File: config.mk
export PLATFORM = sky130hd
export DESIGN_NAME = mipsCore
export DESIGN_NICKNAME = d
export VERILOG_FILES = /design/src/rtl/mipsPkg.sv /design/src/rtl/aluUnit.sv /design/src/rtl/mipsController.sv /design/src/rtl/mipsCore.sv /design/src/rtl/mipsDatapath.sv /design/src/rtl/registerFile.sv
export SDC_FILE = /design/constraint.sdc
export NUM_CORES = 2
export LEC_CHECK = 0
export BUFFER_PORTS_ARGS = -buffer_cell sky130_fd_sc_hd__buf_2
export CORE_UTILIZATION = 45
export DETAILED_ROUTE_END_ITERATION = 7
export SYNTH_ARGS = -nofsm -noshare
export SYNTH_HDL_FRONTEND = slang
export SYNTH_SLANG_ARGS = --single-unit
File: constraint.sdc
create_clock -name clk -period 8.5 [get_ports clk]
set_input_delay 0.425 -clock clk [delete_from_list [all_inputs] [get_ports clk]]
set_output_delay 0.425 -clock clk [all_outputs]
set_load 0.01 [all_outputs]
File: src/rtl/mipsPkg.sv
`default_nettype none

package mipsPkg;

   // ====================================================================
   // field and word types
   // ====================================================================
   typedef logic [31:0] word_t;
   typedef logic [4:0]  regAddr_t;
   typedef logic [5:0]  opcode_t;
   typedef logic [5:0]  funct_t;
   typedef logic [2:0]  aluOp_t;
   typedef logic [1:0]  aluBSel_t;

   // alu operation codes
   localparam aluOp_t ALU_ADD  = 3'b000;
   localparam aluOp_t ALU_SUB  = 3'b001;
   localparam aluOp_t ALU_SLT  = 3'b010;
   localparam aluOp_t ALU_SLTU = 3'b011;
   localparam aluOp_t ALU_AND  = 3'b100;
   localparam aluOp_t ALU_XOR  = 3'b101;
   localparam aluOp_t ALU_OR   = 3'b110;
   localparam aluOp_t ALU_NOR  = 3'b111;

   // alu B operand sources
   localparam aluBSel_t BSEL_REG       = 2'b00;
   localparam aluBSel_t BSEL_FOUR      = 2'b01;
   localparam aluBSel_t BSEL_IMM       = 2'b10;
   localparam aluBSel_t BSEL_IMM_SHIFT = 2'b11;

   // primary opcodes
   localparam opcode_t OP_RTYPE = 6'b000_000;
   localparam opcode_t OP_J     = 6'b000_010;
   localparam opcode_t OP_BEQ   = 6'b000_100;
   localparam opcode_t OP_BNE   = 6'b000_101;
   localparam opcode_t OP_ADDI  = 6'b001_000;
   localparam opcode_t OP_ADDIU = 6'b001_001;
   localparam opcode_t OP_SLTI  = 6'b001_010;
   localparam opcode_t OP_SLTIU = 6'b001_011;
   localparam opcode_t OP_ANDI  = 6'b001_100;
   localparam opcode_t OP_ORI   = 6'b001_101;
   localparam opcode_t OP_XORI  = 6'b001_110;
   localparam opcode_t OP_LUI   = 6'b001_111;
   localparam opcode_t OP_LW    = 6'b100_011;
   localparam opcode_t OP_SW    = 6'b101_011;

   // R-type function codes
   localparam funct_t FN_ADD  = 6'b100_000;
   localparam funct_t FN_ADDU = 6'b100_001;
   localparam funct_t FN_SUB  = 6'b100_010;
   localparam funct_t FN_SUBU = 6'b100_011;
   localparam funct_t FN_AND  = 6'b100_100;
   localparam funct_t FN_OR   = 6'b100_101;
   localparam funct_t FN_XOR  = 6'b100_110;
   localparam funct_t FN_NOR  = 6'b100_111;
   localparam funct_t FN_SLT  = 6'b101_010;
   localparam funct_t FN_SLTU = 6'b101_011;

   localparam word_t RESET_PC = 32'h0000_0000;
   localparam word_t PC_STEP  = 32'd4;

endpackage

`default_nettype wire

File: src/rtl/aluUnit.sv
`timescale 1ns/1ps
`default_nettype none

module aluUnit (
   input  wire mipsPkg::word_t  a,
   input  wire mipsPkg::word_t  b,
   input  wire mipsPkg::aluOp_t op,
   output mipsPkg::word_t       result,
   output logic                 zero
);

   logic           subtract;
   mipsPkg::word_t bOperand;
   logic [32:0]    sum;
   logic           overflow;
   logic           lessSigned;
   logic           lessUnsigned;

   // every op except add goes through the subtractor
   assign subtract = (op != mipsPkg::ALU_ADD);
   assign bOperand = subtract ? ~b : b;
   assign sum      = {1'b0, a} + {1'b0, bOperand} + {32'b0, subtract};

   // operands agree in sign but the sum does not
   assign overflow     = (a[31] == bOperand[31]) && (sum[31] != a[31]);
   assign lessSigned   = sum[31] ^ overflow;
   assign lessUnsigned = ~sum[32];   // borrow out of a - b

   always_comb begin
      case (op)
         mipsPkg::ALU_ADD,
         mipsPkg::ALU_SUB:  result = sum[31:0];
         mipsPkg::ALU_SLT:  result = {31'b0, lessSigned};
         mipsPkg::ALU_SLTU: result = {31'b0, lessUnsigned};
         mipsPkg::ALU_AND:  result = a & b;
         mipsPkg::ALU_XOR:  result = a ^ b;
         mipsPkg::ALU_OR:   result = a | b;
         default:           result = ~(a | b);   // nor
      endcase
   end

   assign zero = (result == '0);

endmodule

`default_nettype wire

File: src/rtl/mipsController.sv
`timescale 1ns/1ps
`default_nettype none

module mipsController (
   input  wire                    clk,
   input  wire                    reset,
   input  wire mipsPkg::opcode_t  opcode,
   input  wire mipsPkg::funct_t   funct,
   input  wire                    aluZero,
   output logic                   pcWrite,
   output logic                   pcFromJump,
   output logic                   irWrite,
   output logic                   mdrWrite,
   output logic                   marWrite,
   output logic                   aWrite,
   output logic                   bWrite,
   output logic                   regWrite,
   output logic                   addrFromAlu,
   output logic                   aluSelA,
   output mipsPkg::aluBSel_t      aluSelB,
   output mipsPkg::aluOp_t        aluOp,
   output logic                   signExtend,
   output logic                   regDstRd,
   output logic                   writeFromMem,
   output logic                   writeUpperImm,
   output logic                   memRead,
   output logic                   memWrite
);

   typedef enum logic [4:0] {
      S_FETCH0, S_FETCH1, S_FETCH2, S_FETCH3, S_DECODE,
      S_ALU_R, S_ALU_I,
      S_LOAD1, S_LOAD2, S_LOAD3, S_LOAD4, S_LOAD5,
      S_STORE1, S_STORE2,
      S_BRANCH_CMP, S_BRANCH_TGT, S_JUMP
   } ctrlState_t;

   ctrlState_t      state, nextState;
   logic            setRead, clrRead, setWrite, clrWrite;
   mipsPkg::aluOp_t functOp, immOp;
   logic            functKnown, immSigned;

   // ====================================================================
   // field decode
   // ====================================================================
   always_comb begin
      functOp    = mipsPkg::ALU_ADD;
      functKnown = 1'b1;
      case (funct)
         mipsPkg::FN_ADD, mipsPkg::FN_ADDU: functOp = mipsPkg::ALU_ADD;
         mipsPkg::FN_SUB, mipsPkg::FN_SUBU: functOp = mipsPkg::ALU_SUB;
         mipsPkg::FN_AND:  functOp = mipsPkg::ALU_AND;
         mipsPkg::FN_OR:   functOp = mipsPkg::ALU_OR;
         mipsPkg::FN_XOR:  functOp = mipsPkg::ALU_XOR;
         mipsPkg::FN_NOR:  functOp = mipsPkg::ALU_NOR;
         mipsPkg::FN_SLT:  functOp = mipsPkg::ALU_SLT;
         mipsPkg::FN_SLTU: functOp = mipsPkg::ALU_SLTU;
         default:          functKnown = 1'b0;
      endcase
   end

   // logic immediates are zero extended, the rest sign extended
   always_comb begin
      immOp     = mipsPkg::ALU_ADD;
      immSigned = 1'b1;
      case (opcode)
         mipsPkg::OP_SLTI:  immOp = mipsPkg::ALU_SLT;
         mipsPkg::OP_SLTIU: immOp = mipsPkg::ALU_SLTU;
         mipsPkg::OP_ANDI: begin
            immOp     = mipsPkg::ALU_AND;
            immSigned = 1'b0;
         end
         mipsPkg::OP_ORI: begin
            immOp     = mipsPkg::ALU_OR;
            immSigned = 1'b0;
         end
         mipsPkg::OP_XORI: begin
            immOp     = mipsPkg::ALU_XOR;
            immSigned = 1'b0;
         end
         default: ;   // addi, addiu, lui add
      endcase
   end

   // ====================================================================
   // state and memory strobes
   // ====================================================================
   always_ff @(posedge clk) begin
      if (reset) begin
         state    <= S_FETCH0;
         memRead  <= 1'b0;
         memWrite <= 1'b0;
      end else begin
         state <= nextState;
         if (clrRead)
            memRead <= 1'b0;
         else if (setRead)
            memRead <= 1'b1;
         if (clrWrite)
            memWrite <= 1'b0;
         else if (setWrite)
            memWrite <= 1'b1;
      end
   end

   always_comb begin
      nextState     = state;
      pcWrite       = 1'b0;
      pcFromJump    = 1'b0;
      irWrite       = 1'b0;
      mdrWrite      = 1'b0;
      marWrite      = 1'b0;
      aWrite        = 1'b0;
      bWrite        = 1'b0;
      regWrite      = 1'b0;
      addrFromAlu   = 1'b0;
      aluSelA       = 1'b0;
      aluSelB       = mipsPkg::BSEL_REG;
      aluOp         = mipsPkg::ALU_ADD;
      signExtend    = 1'b1;
      regDstRd      = 1'b0;
      writeFromMem  = 1'b0;
      writeUpperImm = 1'b0;
      setRead       = 1'b0;
      clrRead       = 1'b0;
      setWrite      = 1'b0;
      clrWrite      = 1'b0;

      case (state)
         S_FETCH0: begin   // MAR <- PC, start the read
            marWrite  = 1'b1;
            setRead   = 1'b1;
            nextState = S_FETCH1;
         end
         S_FETCH1: nextState = S_FETCH2;
         S_FETCH2: nextState = S_FETCH3;
         S_FETCH3: begin
            irWrite   = 1'b1;
            pcWrite   = 1'b1;   // PC + 4
            aluSelB   = mipsPkg::BSEL_FOUR;
            clrRead   = 1'b1;
            nextState = S_DECODE;
         end

         S_DECODE: begin
            aWrite = 1'b1;
            bWrite = 1'b1;
            case (opcode)
               mipsPkg::OP_RTYPE: nextState = functKnown ? S_ALU_R : S_FETCH0;
               mipsPkg::OP_ADDI, mipsPkg::OP_ADDIU, mipsPkg::OP_SLTI,
               mipsPkg::OP_SLTIU, mipsPkg::OP_ANDI, mipsPkg::OP_ORI,
               mipsPkg::OP_XORI, mipsPkg::OP_LUI: nextState = S_ALU_I;
               mipsPkg::OP_LW:    nextState = S_LOAD1;
               mipsPkg::OP_SW:    nextState = S_STORE1;
               mipsPkg::OP_BEQ,
               mipsPkg::OP_BNE:   nextState = S_BRANCH_CMP;
               mipsPkg::OP_J:     nextState = S_JUMP;
               default:           nextState = S_FETCH0;
            endcase
         end

         S_ALU_R: begin
            aluSelA   = 1'b1;
            aluOp     = functOp;
            regDstRd  = 1'b1;
            regWrite  = 1'b1;
            marWrite  = 1'b1;
            setRead   = 1'b1;
            nextState = S_FETCH1;
         end
         S_ALU_I: begin
            aluSelA       = 1'b1;
            aluSelB       = mipsPkg::BSEL_IMM;
            aluOp         = immOp;
            signExtend    = immSigned;
            writeUpperImm = (opcode == mipsPkg::OP_LUI);
            regWrite      = 1'b1;
            marWrite      = 1'b1;
            setRead       = 1'b1;
            nextState     = S_FETCH1;
         end

         S_LOAD1: begin   // MAR <- A + offset
            aluSelA     = 1'b1;
            aluSelB     = mipsPkg::BSEL_IMM;
            marWrite    = 1'b1;
            addrFromAlu = 1'b1;
            setRead     = 1'b1;
            nextState   = S_LOAD2;
         end
         S_LOAD2: nextState = S_LOAD3;
         S_LOAD3: nextState = S_LOAD4;
         S_LOAD4: begin
            mdrWrite  = 1'b1;
            clrRead   = 1'b1;
            nextState = S_LOAD5;
         end
         S_LOAD5: begin
            writeFromMem = 1'b1;
            regWrite     = 1'b1;
            marWrite     = 1'b1;
            setRead      = 1'b1;
            nextState    = S_FETCH1;
         end

         S_STORE1: begin
            aluSelA     = 1'b1;
            aluSelB     = mipsPkg::BSEL_IMM;
            marWrite    = 1'b1;
            addrFromAlu = 1'b1;
            setWrite    = 1'b1;
            nextState   = S_STORE2;
         end
         S_STORE2: begin   // memory writes on this edge
            clrWrite  = 1'b1;
            marWrite  = 1'b1;
            setRead   = 1'b1;
            nextState = S_FETCH1;
         end

         S_BRANCH_CMP: begin
            aluSelA = 1'b1;
            aluOp   = mipsPkg::ALU_SUB;
            if ((opcode == mipsPkg::OP_BEQ) == aluZero) begin
               nextState = S_BRANCH_TGT;
            end else begin
               marWrite  = 1'b1;
               setRead   = 1'b1;
               nextState = S_FETCH1;
            end
         end
         S_BRANCH_TGT: begin   // PC and MAR both take PC + offset
            aluSelB     = mipsPkg::BSEL_IMM_SHIFT;
            pcWrite     = 1'b1;
            marWrite    = 1'b1;
            addrFromAlu = 1'b1;
            setRead     = 1'b1;
            nextState   = S_FETCH1;
         end

         S_JUMP: begin
            pcWrite    = 1'b1;
            pcFromJump = 1'b1;
            nextState  = S_FETCH0;
         end

         default: nextState = S_FETCH0;
      endcase
   end

endmodule

`default_nettype wire

File: src/rtl/mipsCore.sv
`timescale 1ns/1ps
`default_nettype none

module mipsCore (
   input  wire                 clk,
   input  wire                 reset,
   output mipsPkg::word_t      memAddr,
   input  wire mipsPkg::word_t memReadData,
   output mipsPkg::word_t      memWriteData,
   output logic                memRead,
   output logic                memWrite
);

   // controller to datapath
   logic              pcWrite, pcFromJump, irWrite, mdrWrite;
   logic              marWrite, aWrite, bWrite, regWrite;
   logic              addrFromAlu, aluSelA, signExtend, regDstRd;
   logic              writeFromMem, writeUpperImm;
   mipsPkg::aluBSel_t aluSelB;
   mipsPkg::aluOp_t   aluOp;

   // datapath to controller
   mipsPkg::opcode_t  opcode;
   mipsPkg::funct_t   funct;
   logic              aluZero;

   mipsController ctrl (
      .clk           (clk),
      .reset         (reset),
      .opcode        (opcode),
      .funct         (funct),
      .aluZero       (aluZero),
      .pcWrite       (pcWrite),
      .pcFromJump    (pcFromJump),
      .irWrite       (irWrite),
      .mdrWrite      (mdrWrite),
      .marWrite      (marWrite),
      .aWrite        (aWrite),
      .bWrite        (bWrite),
      .regWrite      (regWrite),
      .addrFromAlu   (addrFromAlu),
      .aluSelA       (aluSelA),
      .aluSelB       (aluSelB),
      .aluOp         (aluOp),
      .signExtend    (signExtend),
      .regDstRd      (regDstRd),
      .writeFromMem  (writeFromMem),
      .writeUpperImm (writeUpperImm),
      .memRead       (memRead),
      .memWrite      (memWrite)
   );

   mipsDatapath datapath (
      .clk           (clk),
      .reset         (reset),
      .pcWrite       (pcWrite),
      .pcFromJump    (pcFromJump),
      .irWrite       (irWrite),
      .mdrWrite      (mdrWrite),
      .marWrite      (marWrite),
      .aWrite        (aWrite),
      .bWrite        (bWrite),
      .regWrite      (regWrite),
      .addrFromAlu   (addrFromAlu),
      .aluSelA       (aluSelA),
      .aluSelB       (aluSelB),
      .aluOp         (aluOp),
      .signExtend    (signExtend),
      .regDstRd      (regDstRd),
      .writeFromMem  (writeFromMem),
      .writeUpperImm (writeUpperImm),
      .opcode        (opcode),
      .funct         (funct),
      .aluZero       (aluZero),
      .memAddr       (memAddr),
      .memWriteData  (memWriteData),
      .memReadData   (memReadData)
   );

endmodule

`default_nettype wire

File: src/rtl/mipsDatapath.sv
`timescale 1ns/1ps
`default_nettype none

module mipsDatapath (
   input  wire                    clk,
   input  wire                    reset,
   // write enables
   input  wire                    pcWrite,
   input  wire                    pcFromJump,
   input  wire                    irWrite,
   input  wire                    mdrWrite,
   input  wire                    marWrite,
   input  wire                    aWrite,
   input  wire                    bWrite,
   input  wire                    regWrite,
   // selects
   input  wire                    addrFromAlu,
   input  wire                    aluSelA,
   input  wire mipsPkg::aluBSel_t aluSelB,
   input  wire mipsPkg::aluOp_t   aluOp,
   input  wire                    signExtend,
   input  wire                    regDstRd,
   input  wire                    writeFromMem,
   input  wire                    writeUpperImm,
   // status back to the controller
   output mipsPkg::opcode_t       opcode,
   output mipsPkg::funct_t        funct,
   output logic                   aluZero,
   // memory port
   output mipsPkg::word_t         memAddr,
   output mipsPkg::word_t         memWriteData,
   input  wire mipsPkg::word_t    memReadData
);

   mipsPkg::word_t    pc, ir, mdr, mar, regA, regB;
   mipsPkg::word_t    immExt, aluA, aluB, aluResult;
   mipsPkg::word_t    rfData1, rfData2;
   mipsPkg::word_t    writeData, jumpTarget;
   mipsPkg::regAddr_t writeAddr;

   // ====================================================================
   // state registers
   // ====================================================================
   assign jumpTarget = {pc[31:28], ir[25:0], 2'b00};

   always_ff @(posedge clk) begin
      if (reset)
         pc <= mipsPkg::RESET_PC;
      else if (pcWrite)
         pc <= pcFromJump ? jumpTarget : aluResult;
   end

   always_ff @(posedge clk) begin
      if (irWrite)  ir   <= memReadData;
      if (mdrWrite) mdr  <= memReadData;
      if (marWrite) mar  <= addrFromAlu ? aluResult : pc;   // data or instruction address
      if (aWrite)   regA <= rfData1;
      if (bWrite)   regB <= rfData2;
   end

   assign opcode       = ir[31:26];
   assign funct        = ir[5:0];
   assign memAddr      = mar;
   assign memWriteData = regB;   // sw data is rt

   // ====================================================================
   // operand and write-back muxes
   // ====================================================================
   assign immExt = signExtend ? {{16{ir[15]}}, ir[15:0]} : {16'b0, ir[15:0]};
   assign aluA   = aluSelA ? regA : pc;

   always_comb begin
      case (aluSelB)
         mipsPkg::BSEL_REG:  aluB = regB;
         mipsPkg::BSEL_FOUR: aluB = mipsPkg::PC_STEP;
         mipsPkg::BSEL_IMM:  aluB = immExt;
         default:            aluB = immExt << 2;   // branch offset in words
      endcase
   end

   assign writeAddr = regDstRd ? ir[15:11] : ir[20:16];
   assign writeData = writeFromMem  ? mdr :
                      writeUpperImm ? {ir[15:0], 16'b0} : aluResult;

   aluUnit alu (
      .a      (aluA),
      .b      (aluB),
      .op     (aluOp),
      .result (aluResult),
      .zero   (aluZero)
   );

   registerFile regFile (
      .clk         (clk),
      .readAddr1   (ir[25:21]),
      .readAddr2   (ir[20:16]),
      .readData1   (rfData1),
      .readData2   (rfData2),
      .writeEnable (regWrite),
      .writeAddr   (writeAddr),
      .writeData   (writeData)
   );

endmodule

`default_nettype wire

File: src/rtl/registerFile.sv
`timescale 1ns/1ps
`default_nettype none

module registerFile (
   input  wire                    clk,
   input  wire mipsPkg::regAddr_t readAddr1,
   input  wire mipsPkg::regAddr_t readAddr2,
   output mipsPkg::word_t         readData1,
   output mipsPkg::word_t         readData2,
   input  wire                    writeEnable,
   input  wire mipsPkg::regAddr_t writeAddr,
   input  wire mipsPkg::word_t    writeData
);

   mipsPkg::word_t regs [0:31];

   // $zero reads as zero whatever the array holds
   assign readData1 = (readAddr1 == '0) ? '0 : regs[readAddr1];
   assign readData2 = (readAddr2 == '0) ? '0 : regs[readAddr2];

   always_ff @(posedge clk) begin
      if (writeEnable && (writeAddr != '0))
         regs[writeAddr] <= writeData;
   end

endmodule

`default_nettype wire

Yosys cells after proc, flatten, opt, wreduce, memory -nomap -nowiden:

Memories as Yosys holds them, arrays and structs flattened. A register that Yosys moved wholly into a read port is not among the register bits.
Index checks and enable logic that the tools add are counted.

* bits in registers: 135
* bits in writable memories: 1024
* input bits: 34
* output and inout bits: 66
* logic and storage cells: 138
* memories kept: 1

* $add $sub $neg: 2
* equality and inequality tests: 50
* muxes and demuxes: 40
* bitwise logic cells: 8
* reductions and logical operators: 29

Memory list
* datapath.regFile.regs: words 32, bits a word 32, read ports 2, clocked after memory_dff 2, write ports 1, RTL line registerFile.sv:15 `mipsPkg::word_t regs [0:31];`

Operator list (count)
* $mux 32: 6
* $pmux 32 s6: 1
* $pmux 32 s3: 1
* $eq 6x6->1 const B: 12
* $not 32->32: 2
* $pmux 5 s11: 1
* $eq 6x4->1 const B: 8
* $eq 5x4->1 const B: 8
* $add 32x32->33: 1
* $add 33x1->33: 1
* $and 32x32->32: 1
* $logic_not 32->1: 1
* $or 32x32->32: 1
* $xor 32x32->32: 1
* $pmux 5 s6: 1
* $mux 28: 1
* $pmux 3 s7: 1
* $eq 5x3->1 const B: 4
* $mux 1: 20
* $reduce_or 8->1: 2
* $logic_not 5->1: 3
* $pmux 3 s5: 1
* $reduce_or 3->1: 5
* $eq 6x3->1 const B: 2
* other kinds (31): 44

Depth between registers and ports, before layout:

* depth after elaboration: 18
* gate-level depth with buffers: 24

Modules after synthesis:

A second synthesis with hierarchy kept.

* cell total of the unflattened synthesis: 3923
* area total of the unflattened synthesis: 61674.2 µm²

By module, submodules not included
* registerFile: instances 1, cells each 2564, area each 47929.7 µm², seq. area each 30749.5 µm²
* mipsDatapath: instances 1, cells each 573, area each 8264.2 µm², seq. area each 5445.2 µm²
* aluUnit: instances 1, cells each 665, area each 4653.2 µm², seq. area each 0.0 µm²
* mipsController: instances 1, cells each 121, area each 827.0 µm², seq. area each 140.1 µm²

Least setup slack after synthesis:

Ideal clock, no wire load.

* kind: register to register
* start: register datapath.ir[30]
* end: register datapath.mar[0] (netlist: datapath.memAddr[0]), enable pin
* setup time: 387 ps
* arrival time: 6249 ps
* required time: 8113 ps
* setup slack: 1864 ps
* cell stages (with the launch flop): 22
* path buffers: 3
* period minus slack after synthesis: 6636 ps
* cell sequence: edfxtp_1 > or4b_4 > nor4b_2 > nor3_2 > clkbuf_1 > buf_2 > nand2_1 > buf_1 > xor2_1 > ha_1 > o211ai_1 > o21ai_0 > a41oi_1 > a311oi_1 > a31oi_1 > o211a_1 > a31oi_1 > and4b_1 > nand3_1 > nor3_4 > or3_1 > o211a_1

* longest elaborated chain between the ends: 18
* elaborated cells between the ends (all ways): 40
* classes of those cells: add/sub: 2; eq/ne: 15; mux: 10; bitwise: 7; reduce/logical: 6

Ends and longest elaborated chain
* from (decl): RTL line mipsDatapath.sv:35 `mipsPkg::word_t pc, ir, mdr, mar, regA, regB;`
* from (signal assigned): RTL line mipsDatapath.sv:54 `if (irWrite) ir <= memReadData;`
* $eq 6x4->1: RTL line mipsController.sv:66 `case (opcode)`
* $reduce_or 3->1 (no source line)
* $mux 1: RTL line mipsController.sv:66
* $mux 1: RTL line mipsController.sv:129 `case (state)`
* $mux 32: RTL line mipsDatapath.sv:69 `assign immExt = signExtend ? {{16{ir[15]}}, ir[15:0]} : {16'b0, ir[15:0]};`
* $pmux 32 s3: RTL line mipsDatapath.sv:73 `case (aluSelB)`
* $not 32->32: RTL line aluUnit.sv:21 `assign bOperand = subtract ? ~b : b;`
* $mux 32: RTL line aluUnit.sv:21
* (+3 left out)
* $logic_and 1x1->1: RTL line aluUnit.sv:25 `assign overflow = (a[31] == bOperand[31]) && (sum[31] != a[31]);`
* $xor 1x1->1: RTL line aluUnit.sv:26 `assign lessSigned = sum[31] ^ overflow;`
* $pmux 32 s6: RTL line aluUnit.sv:30 `case (op)`
* $logic_not 32->1: RTL line aluUnit.sv:42 `assign zero = (result == '0);`
* $eq 1x1->1 (*): RTL line mipsController.sv:224 `if ((opcode == mipsPkg::OP_BEQ) == aluZero) begin`
* $mux 1 (*): RTL line mipsController.sv:224
* $pmux 1 s2 (*): RTL line mipsController.sv:129
* via ctrl.marWrite: RTL line mipsController.sv:14 `output logic marWrite,`
* to (signal assigned): RTL line mipsDatapath.sv:56 `if (marWrite) mar <= addrFromAlu ? aluResult : pc;`
* to (decl): RTL line mipsDatapath.sv:35

Mark *: on every way through the listed nets, which the timed path passes. The rest lies on a longest branch.
A chain may end at the register's enable or synchronous reset.

Final worst setup path:

* start: register ctrl.state[3]
* end: register datapath.mar[14] (netlist: datapath.memAddr[14]), enable pin

* longest elaborated chain between the ends: 17
* elaborated cells between the ends (all ways): 50
* classes of those cells: add/sub: 2; eq/ne: 20; mux: 11; bitwise: 7; reduce/logical: 10

Ends and longest elaborated chain
* from (decl): RTL line mipsController.sv:38 `ctrlState_t state, nextState;`
* from (signal assigned): RTL line mipsController.sv:94 `state <= nextState;`
* $eq 5x3->1 / $eq 5x4->1 (equally long branches): RTL line mipsController.sv:129
* $reduce_or 3->1 (no source line)
* $pmux 2 s3: RTL line mipsController.sv:129
* $eq 2x2->1 (tied with other cells): RTL line mipsDatapath.sv:73
* $pmux 32 s3: RTL line mipsDatapath.sv:73
* $not 32->32: RTL line aluUnit.sv:21
* $mux 32: RTL line aluUnit.sv:21
* $add 32x32->33: RTL line aluUnit.sv:22 `assign sum = {1'b0, a} + {1'b0, bOperand} + {32'b0, subtract};`
* (+2 left out)
* $logic_and 1x1->1: RTL line aluUnit.sv:25
* $xor 1x1->1: RTL line aluUnit.sv:26
* $pmux 32 s6: RTL line aluUnit.sv:30
* $logic_not 32->1: RTL line aluUnit.sv:42
* $eq 1x1->1: RTL line mipsController.sv:224
* $mux 1: RTL line mipsController.sv:224
* $pmux 1 s2 (*): RTL line mipsController.sv:129
* via ctrl.marWrite: RTL line mipsController.sv:14

Marked as above.

==> flow_summary_export.csv <==
group,metric,value,unit
setup_path,worstSetupEndpointType,"register",
timing,finalSetupTns,0,ps
timing,setup_viol,0,
setup_path,crit_arrival,8560,ps
cts,clockBufferDepth,3,
setup_path,cp_max_fo,32,
logic_synthesis,muxShareOfSynthArea,0.257,
cts,clk_pin_slew,70,ps
logic_synthesis,ys.warnings.count,0,
pwr,powerDensity,209,nW/um^2
cells_and_area,final-instance-count-excl-fill,5528,
timing,slew_viol_final,0,
cells_and_area,n_antenna_cell,0,
timing,worst_slew_pin_slew,1340,ps
placed_design,dp_hpwl,112,mm
die,core,133000,sq um
global_routing,grt_overflow_total,0,
cts,cts-htree-levels,4,
pwr,p_leak,0.0225,uW
timing,grt_setup_unrepaired,"no",
placed_design,io_buffers,99,
setup_path,slowest_delay,760,ps
logic_synthesis,synthArstFlopShare,0,
setup_path,critPathKind,"register to register",
logic_synthesis,ys.flop_type,"edfxtp_1",
run_status,status,"finished clean",
timing,timing.final.ws_setup,349,ps
global_routing,grt_max_degree,130,
die,die_h,369,um
timing,max_freq,123,MHz
die,row_count,134,
drt,drc,0,
logic_synthesis,synth_area,60400,sq um
cells_and_area,drive_gt1_frac,0.307,
setup_path,start_kind,"register",
cells_and_area,nets,3788,
setup_path,critical_path_required,8910,ps
cts,tritoncts.num_buffers,130,
die,die-width,369,um
pwr,peakVddDrop,219,uV
cts,cts_num_sinks,1223,
cells_and_area,area_growth,13.0,%
drt,wl_per_cell,34.9,um
cts,clock_latency,780,ps
placed_design,place.gp.congestion,0.991,
cells_and_area,fillCellCount,10800,
drt,drt_wl_total,193,mm
logic_synthesis,synth_compound_area_frac,0.0459,
cells_and_area,final_common_cell,"edfxtp_1",
timing,finalCriticalPeriod,8150,ps
logic_synthesis,synth_top_cell_area_share,0.588,
setup_path,crit_top_cell,"a21oi_1",
drt,viasPerCell,6.60,
min_path,hp-class,"input pin to register",
die,die-area,136000,sq um
cts,clockRootBuffer,"clkbuf_16",
logic_synthesis,syn_avg_cell_area,17.3,sq um
global_routing,first_global_vias,36000,
flow_run,drv_cap,0,
global_routing,grt_pass1_wl,272,mm
drt,drt-initial-drc-count,4701,
logic_synthesis,synth_edf_count,1184,
logic_synthesis,synthTopCellsByArea,"edfxtp_1 59%, mux4_2 24%, ha_1 2.0%",
timing,finClkSkew,31.6,ps
logic_synthesis,synth-simple-area-share,0.0468,
placed_design,dp_cells,5261,
drt,detail-route-antenna-nets,0,
setup_path,crit_family,"simple AND/OR/NAND/NOR gates",
global_routing,grt_use_total,0.286,
setup_path,critPathSlowestCell,"a2111oi_0",
setup_path,cp_cell_sequence,"nand2b_1 -> nor2_2 -> nand3_1 -> o21ai_0 -> and2_1 -> nor2_1 -> xor2_1 -> ha_1 -> a21oi_1 -> nor2_1 -> a2111oi_0 -> a21oi_1 -> and3_1 -> a21oi_1 -> xnor2_1 -> a22oi_1 -> nand3_1 -> nor3_4 -> or3_1 -> o211a_1 -> buf_4",
die,initial_core_util,0.453,
global_routing,use_met2,0.442,
timing,period_share,0.959,
logic_synthesis,synth_cell_types,85,
global_routing,use_met1,0.406,
cells_and_area,layout_common_cells,"1,184 x edfxtp_1, 640 x mux4_2, 217 x nor2_1",
drt,vias,36500,
logic_synthesis,synthAdderAreaFrac,0.0202,
logic_synthesis,yosysTopAreaCell,"edfxtp_1",
die,pin_count,100,
timing,slew_headroom,0.104,
global_routing,met3_usage,0.0524,
logic_synthesis,synthCells,3489,
logic_synthesis,synth_seq_cells,1223,
logic_synthesis,synth_top_family_by_area,"multiplexers",
setup_path,critPathBufInv,1,
drt,firstDrtPassIters,5,
global_routing,top_usage_layer,"met2",
logic_synthesis,synth_xor_xnor_area_share,0.00724,
timing,hold_viol,0,
cells_and_area,stdcell_area,68300,sq um
cts,cts_tree,"yes",
cts,cts_setup_buffers,0,
logic_synthesis,seq_area_frac_synth,0.601,
placed_design,post_dp_cell_area,63700,sq um
global_routing,grt_antenna_before_repair,4,
placed_design,preCtsSetupSlack,530,ps
## cells by family (layout without fill, tap and decap cells)
| group | after synthesis | after routing |
|---|---|---|
| multiplexers | 749 | 749 |
| adder cells (fa/ha/maj) | 97 | 97 |
| other | 1 | 32 |
| AO/OA/AOI/OAI | 418 | 418 |
| flip-flops | 1223 | 1223 |
| AND/OR/NAND/NOR | 611 | 611 |
| buffers and inverters | 340 | 580 |
| XOR/XNOR | 50 | 50 |
## metal layers
layer | share of wire | vias up
li1 | - | 14800
met1 | 0.40 | 19400
met2 | 0.47 | 1978
met3 | 0.093 | 332
met4 | 0.039 | 0
met5 | 0 | -
## worst paths after layout
| check | start | endpoint | slack, ps | depth (start not counted) |
|---|---|---|---|---|
| setup / recovery | ctrl.state[3] | datapath.memAddr[14] | 350 | 21 |
| hold / removal | reset | datapath.pc[19] | 330 | 2 |
| setup reg to reg | ctrl.state[3] | datapath.memAddr[14] | 350 | 21 |
| hold reg to reg | datapath.pc[0] | datapath.pc[0] | 520 | 1 |
## layout make-up
| type | instances | area, sq um | share of cell area |
|---|---|---|---|
| clock inverter | 65 | 712 | 0.0104 |
| tap | 1768 | 2210 | 0.0324 |
| inverter | 91 | 342 | 0.00500 |
| multi-input combinational | 1957 | 23300 | 0.342 |
| clock buffer | 170 | 3550 | 0.0520 |
| sequential | 1223 | 36300 | 0.532 |
| timing repair buffer | 254 | 1830 | 0.0267 |
## flip-flops by register name (all words and copies together) (netlist names)
name,count
datapath.regFile.regs,1024
datapath.ir,32
datapath.mdr,32
datapath.memAddr,32
datapath.memWriteData,32
datapath.pc,32
datapath.regA,32
ctrl.state,5
ctrl.memRead,1
ctrl.memWrite,1
## power breakdown
part / switching (uW) / internal (uW) / leakage [uW]
registers: 52.3 / 6960 / 0.0110
logic: 1000 / 550 / 0.00943
clock network: 2380 / 3350 / 0.00207
## cell usage after synthesis (5+ instances only)
cell type,count
a2111oi_0,7
a211oi_1,32
a21boi_0,5
a21o_1,12
a21oi_1,108
a221o_1,7
a221oi_1,27
a22oi_1,10
a31oi_1,15
and2_1,11
and3_1,16
and3b_1,5
buf_1,69
buf_2,14
clkbuf_1,163
dfxtp_1,39
edfxtp_1,1184
ha_1,96
inv_1,90
mux2_2,16
mux2i_1,93
mux4_2,640
nand2_1,165
nand2b_1,16
nand3_1,44
nand3b_1,9
nand4_1,14
nor2_1,251
nor2b_1,9
nor3_1,25
nor3b_1,5
o211ai_1,13
o21a_1,6
o21ai_0,99
o21ai_1,6
o21bai_1,8
o221ai_1,6
o22ai_1,11
o31ai_1,5
or3_1,5
or4_1,5
xnor2_1,14
xor2_1,36
## per-stage QoR
| step | hold slack (ps) | power [uW] | utilization |
|---|---|---|---|
| after floorplan | 470 | 8080 | - |
| after global placement | 504 | 8660 | 0.478 |
| after detailed placement | 498 | 8670 | 0.478 |
| after CTS | 271 | 14400 | 0.513 |
| after global routing | 307 | 14700 | 0.513 |
| final | 326 | 14300 | 0.513 |
## what timing repair did
item	CTS	global route
resized for setup	0	0
hold buffers	32	0
endpoints found under the hold margin	64	0
(Power assumes the default switching activity.)
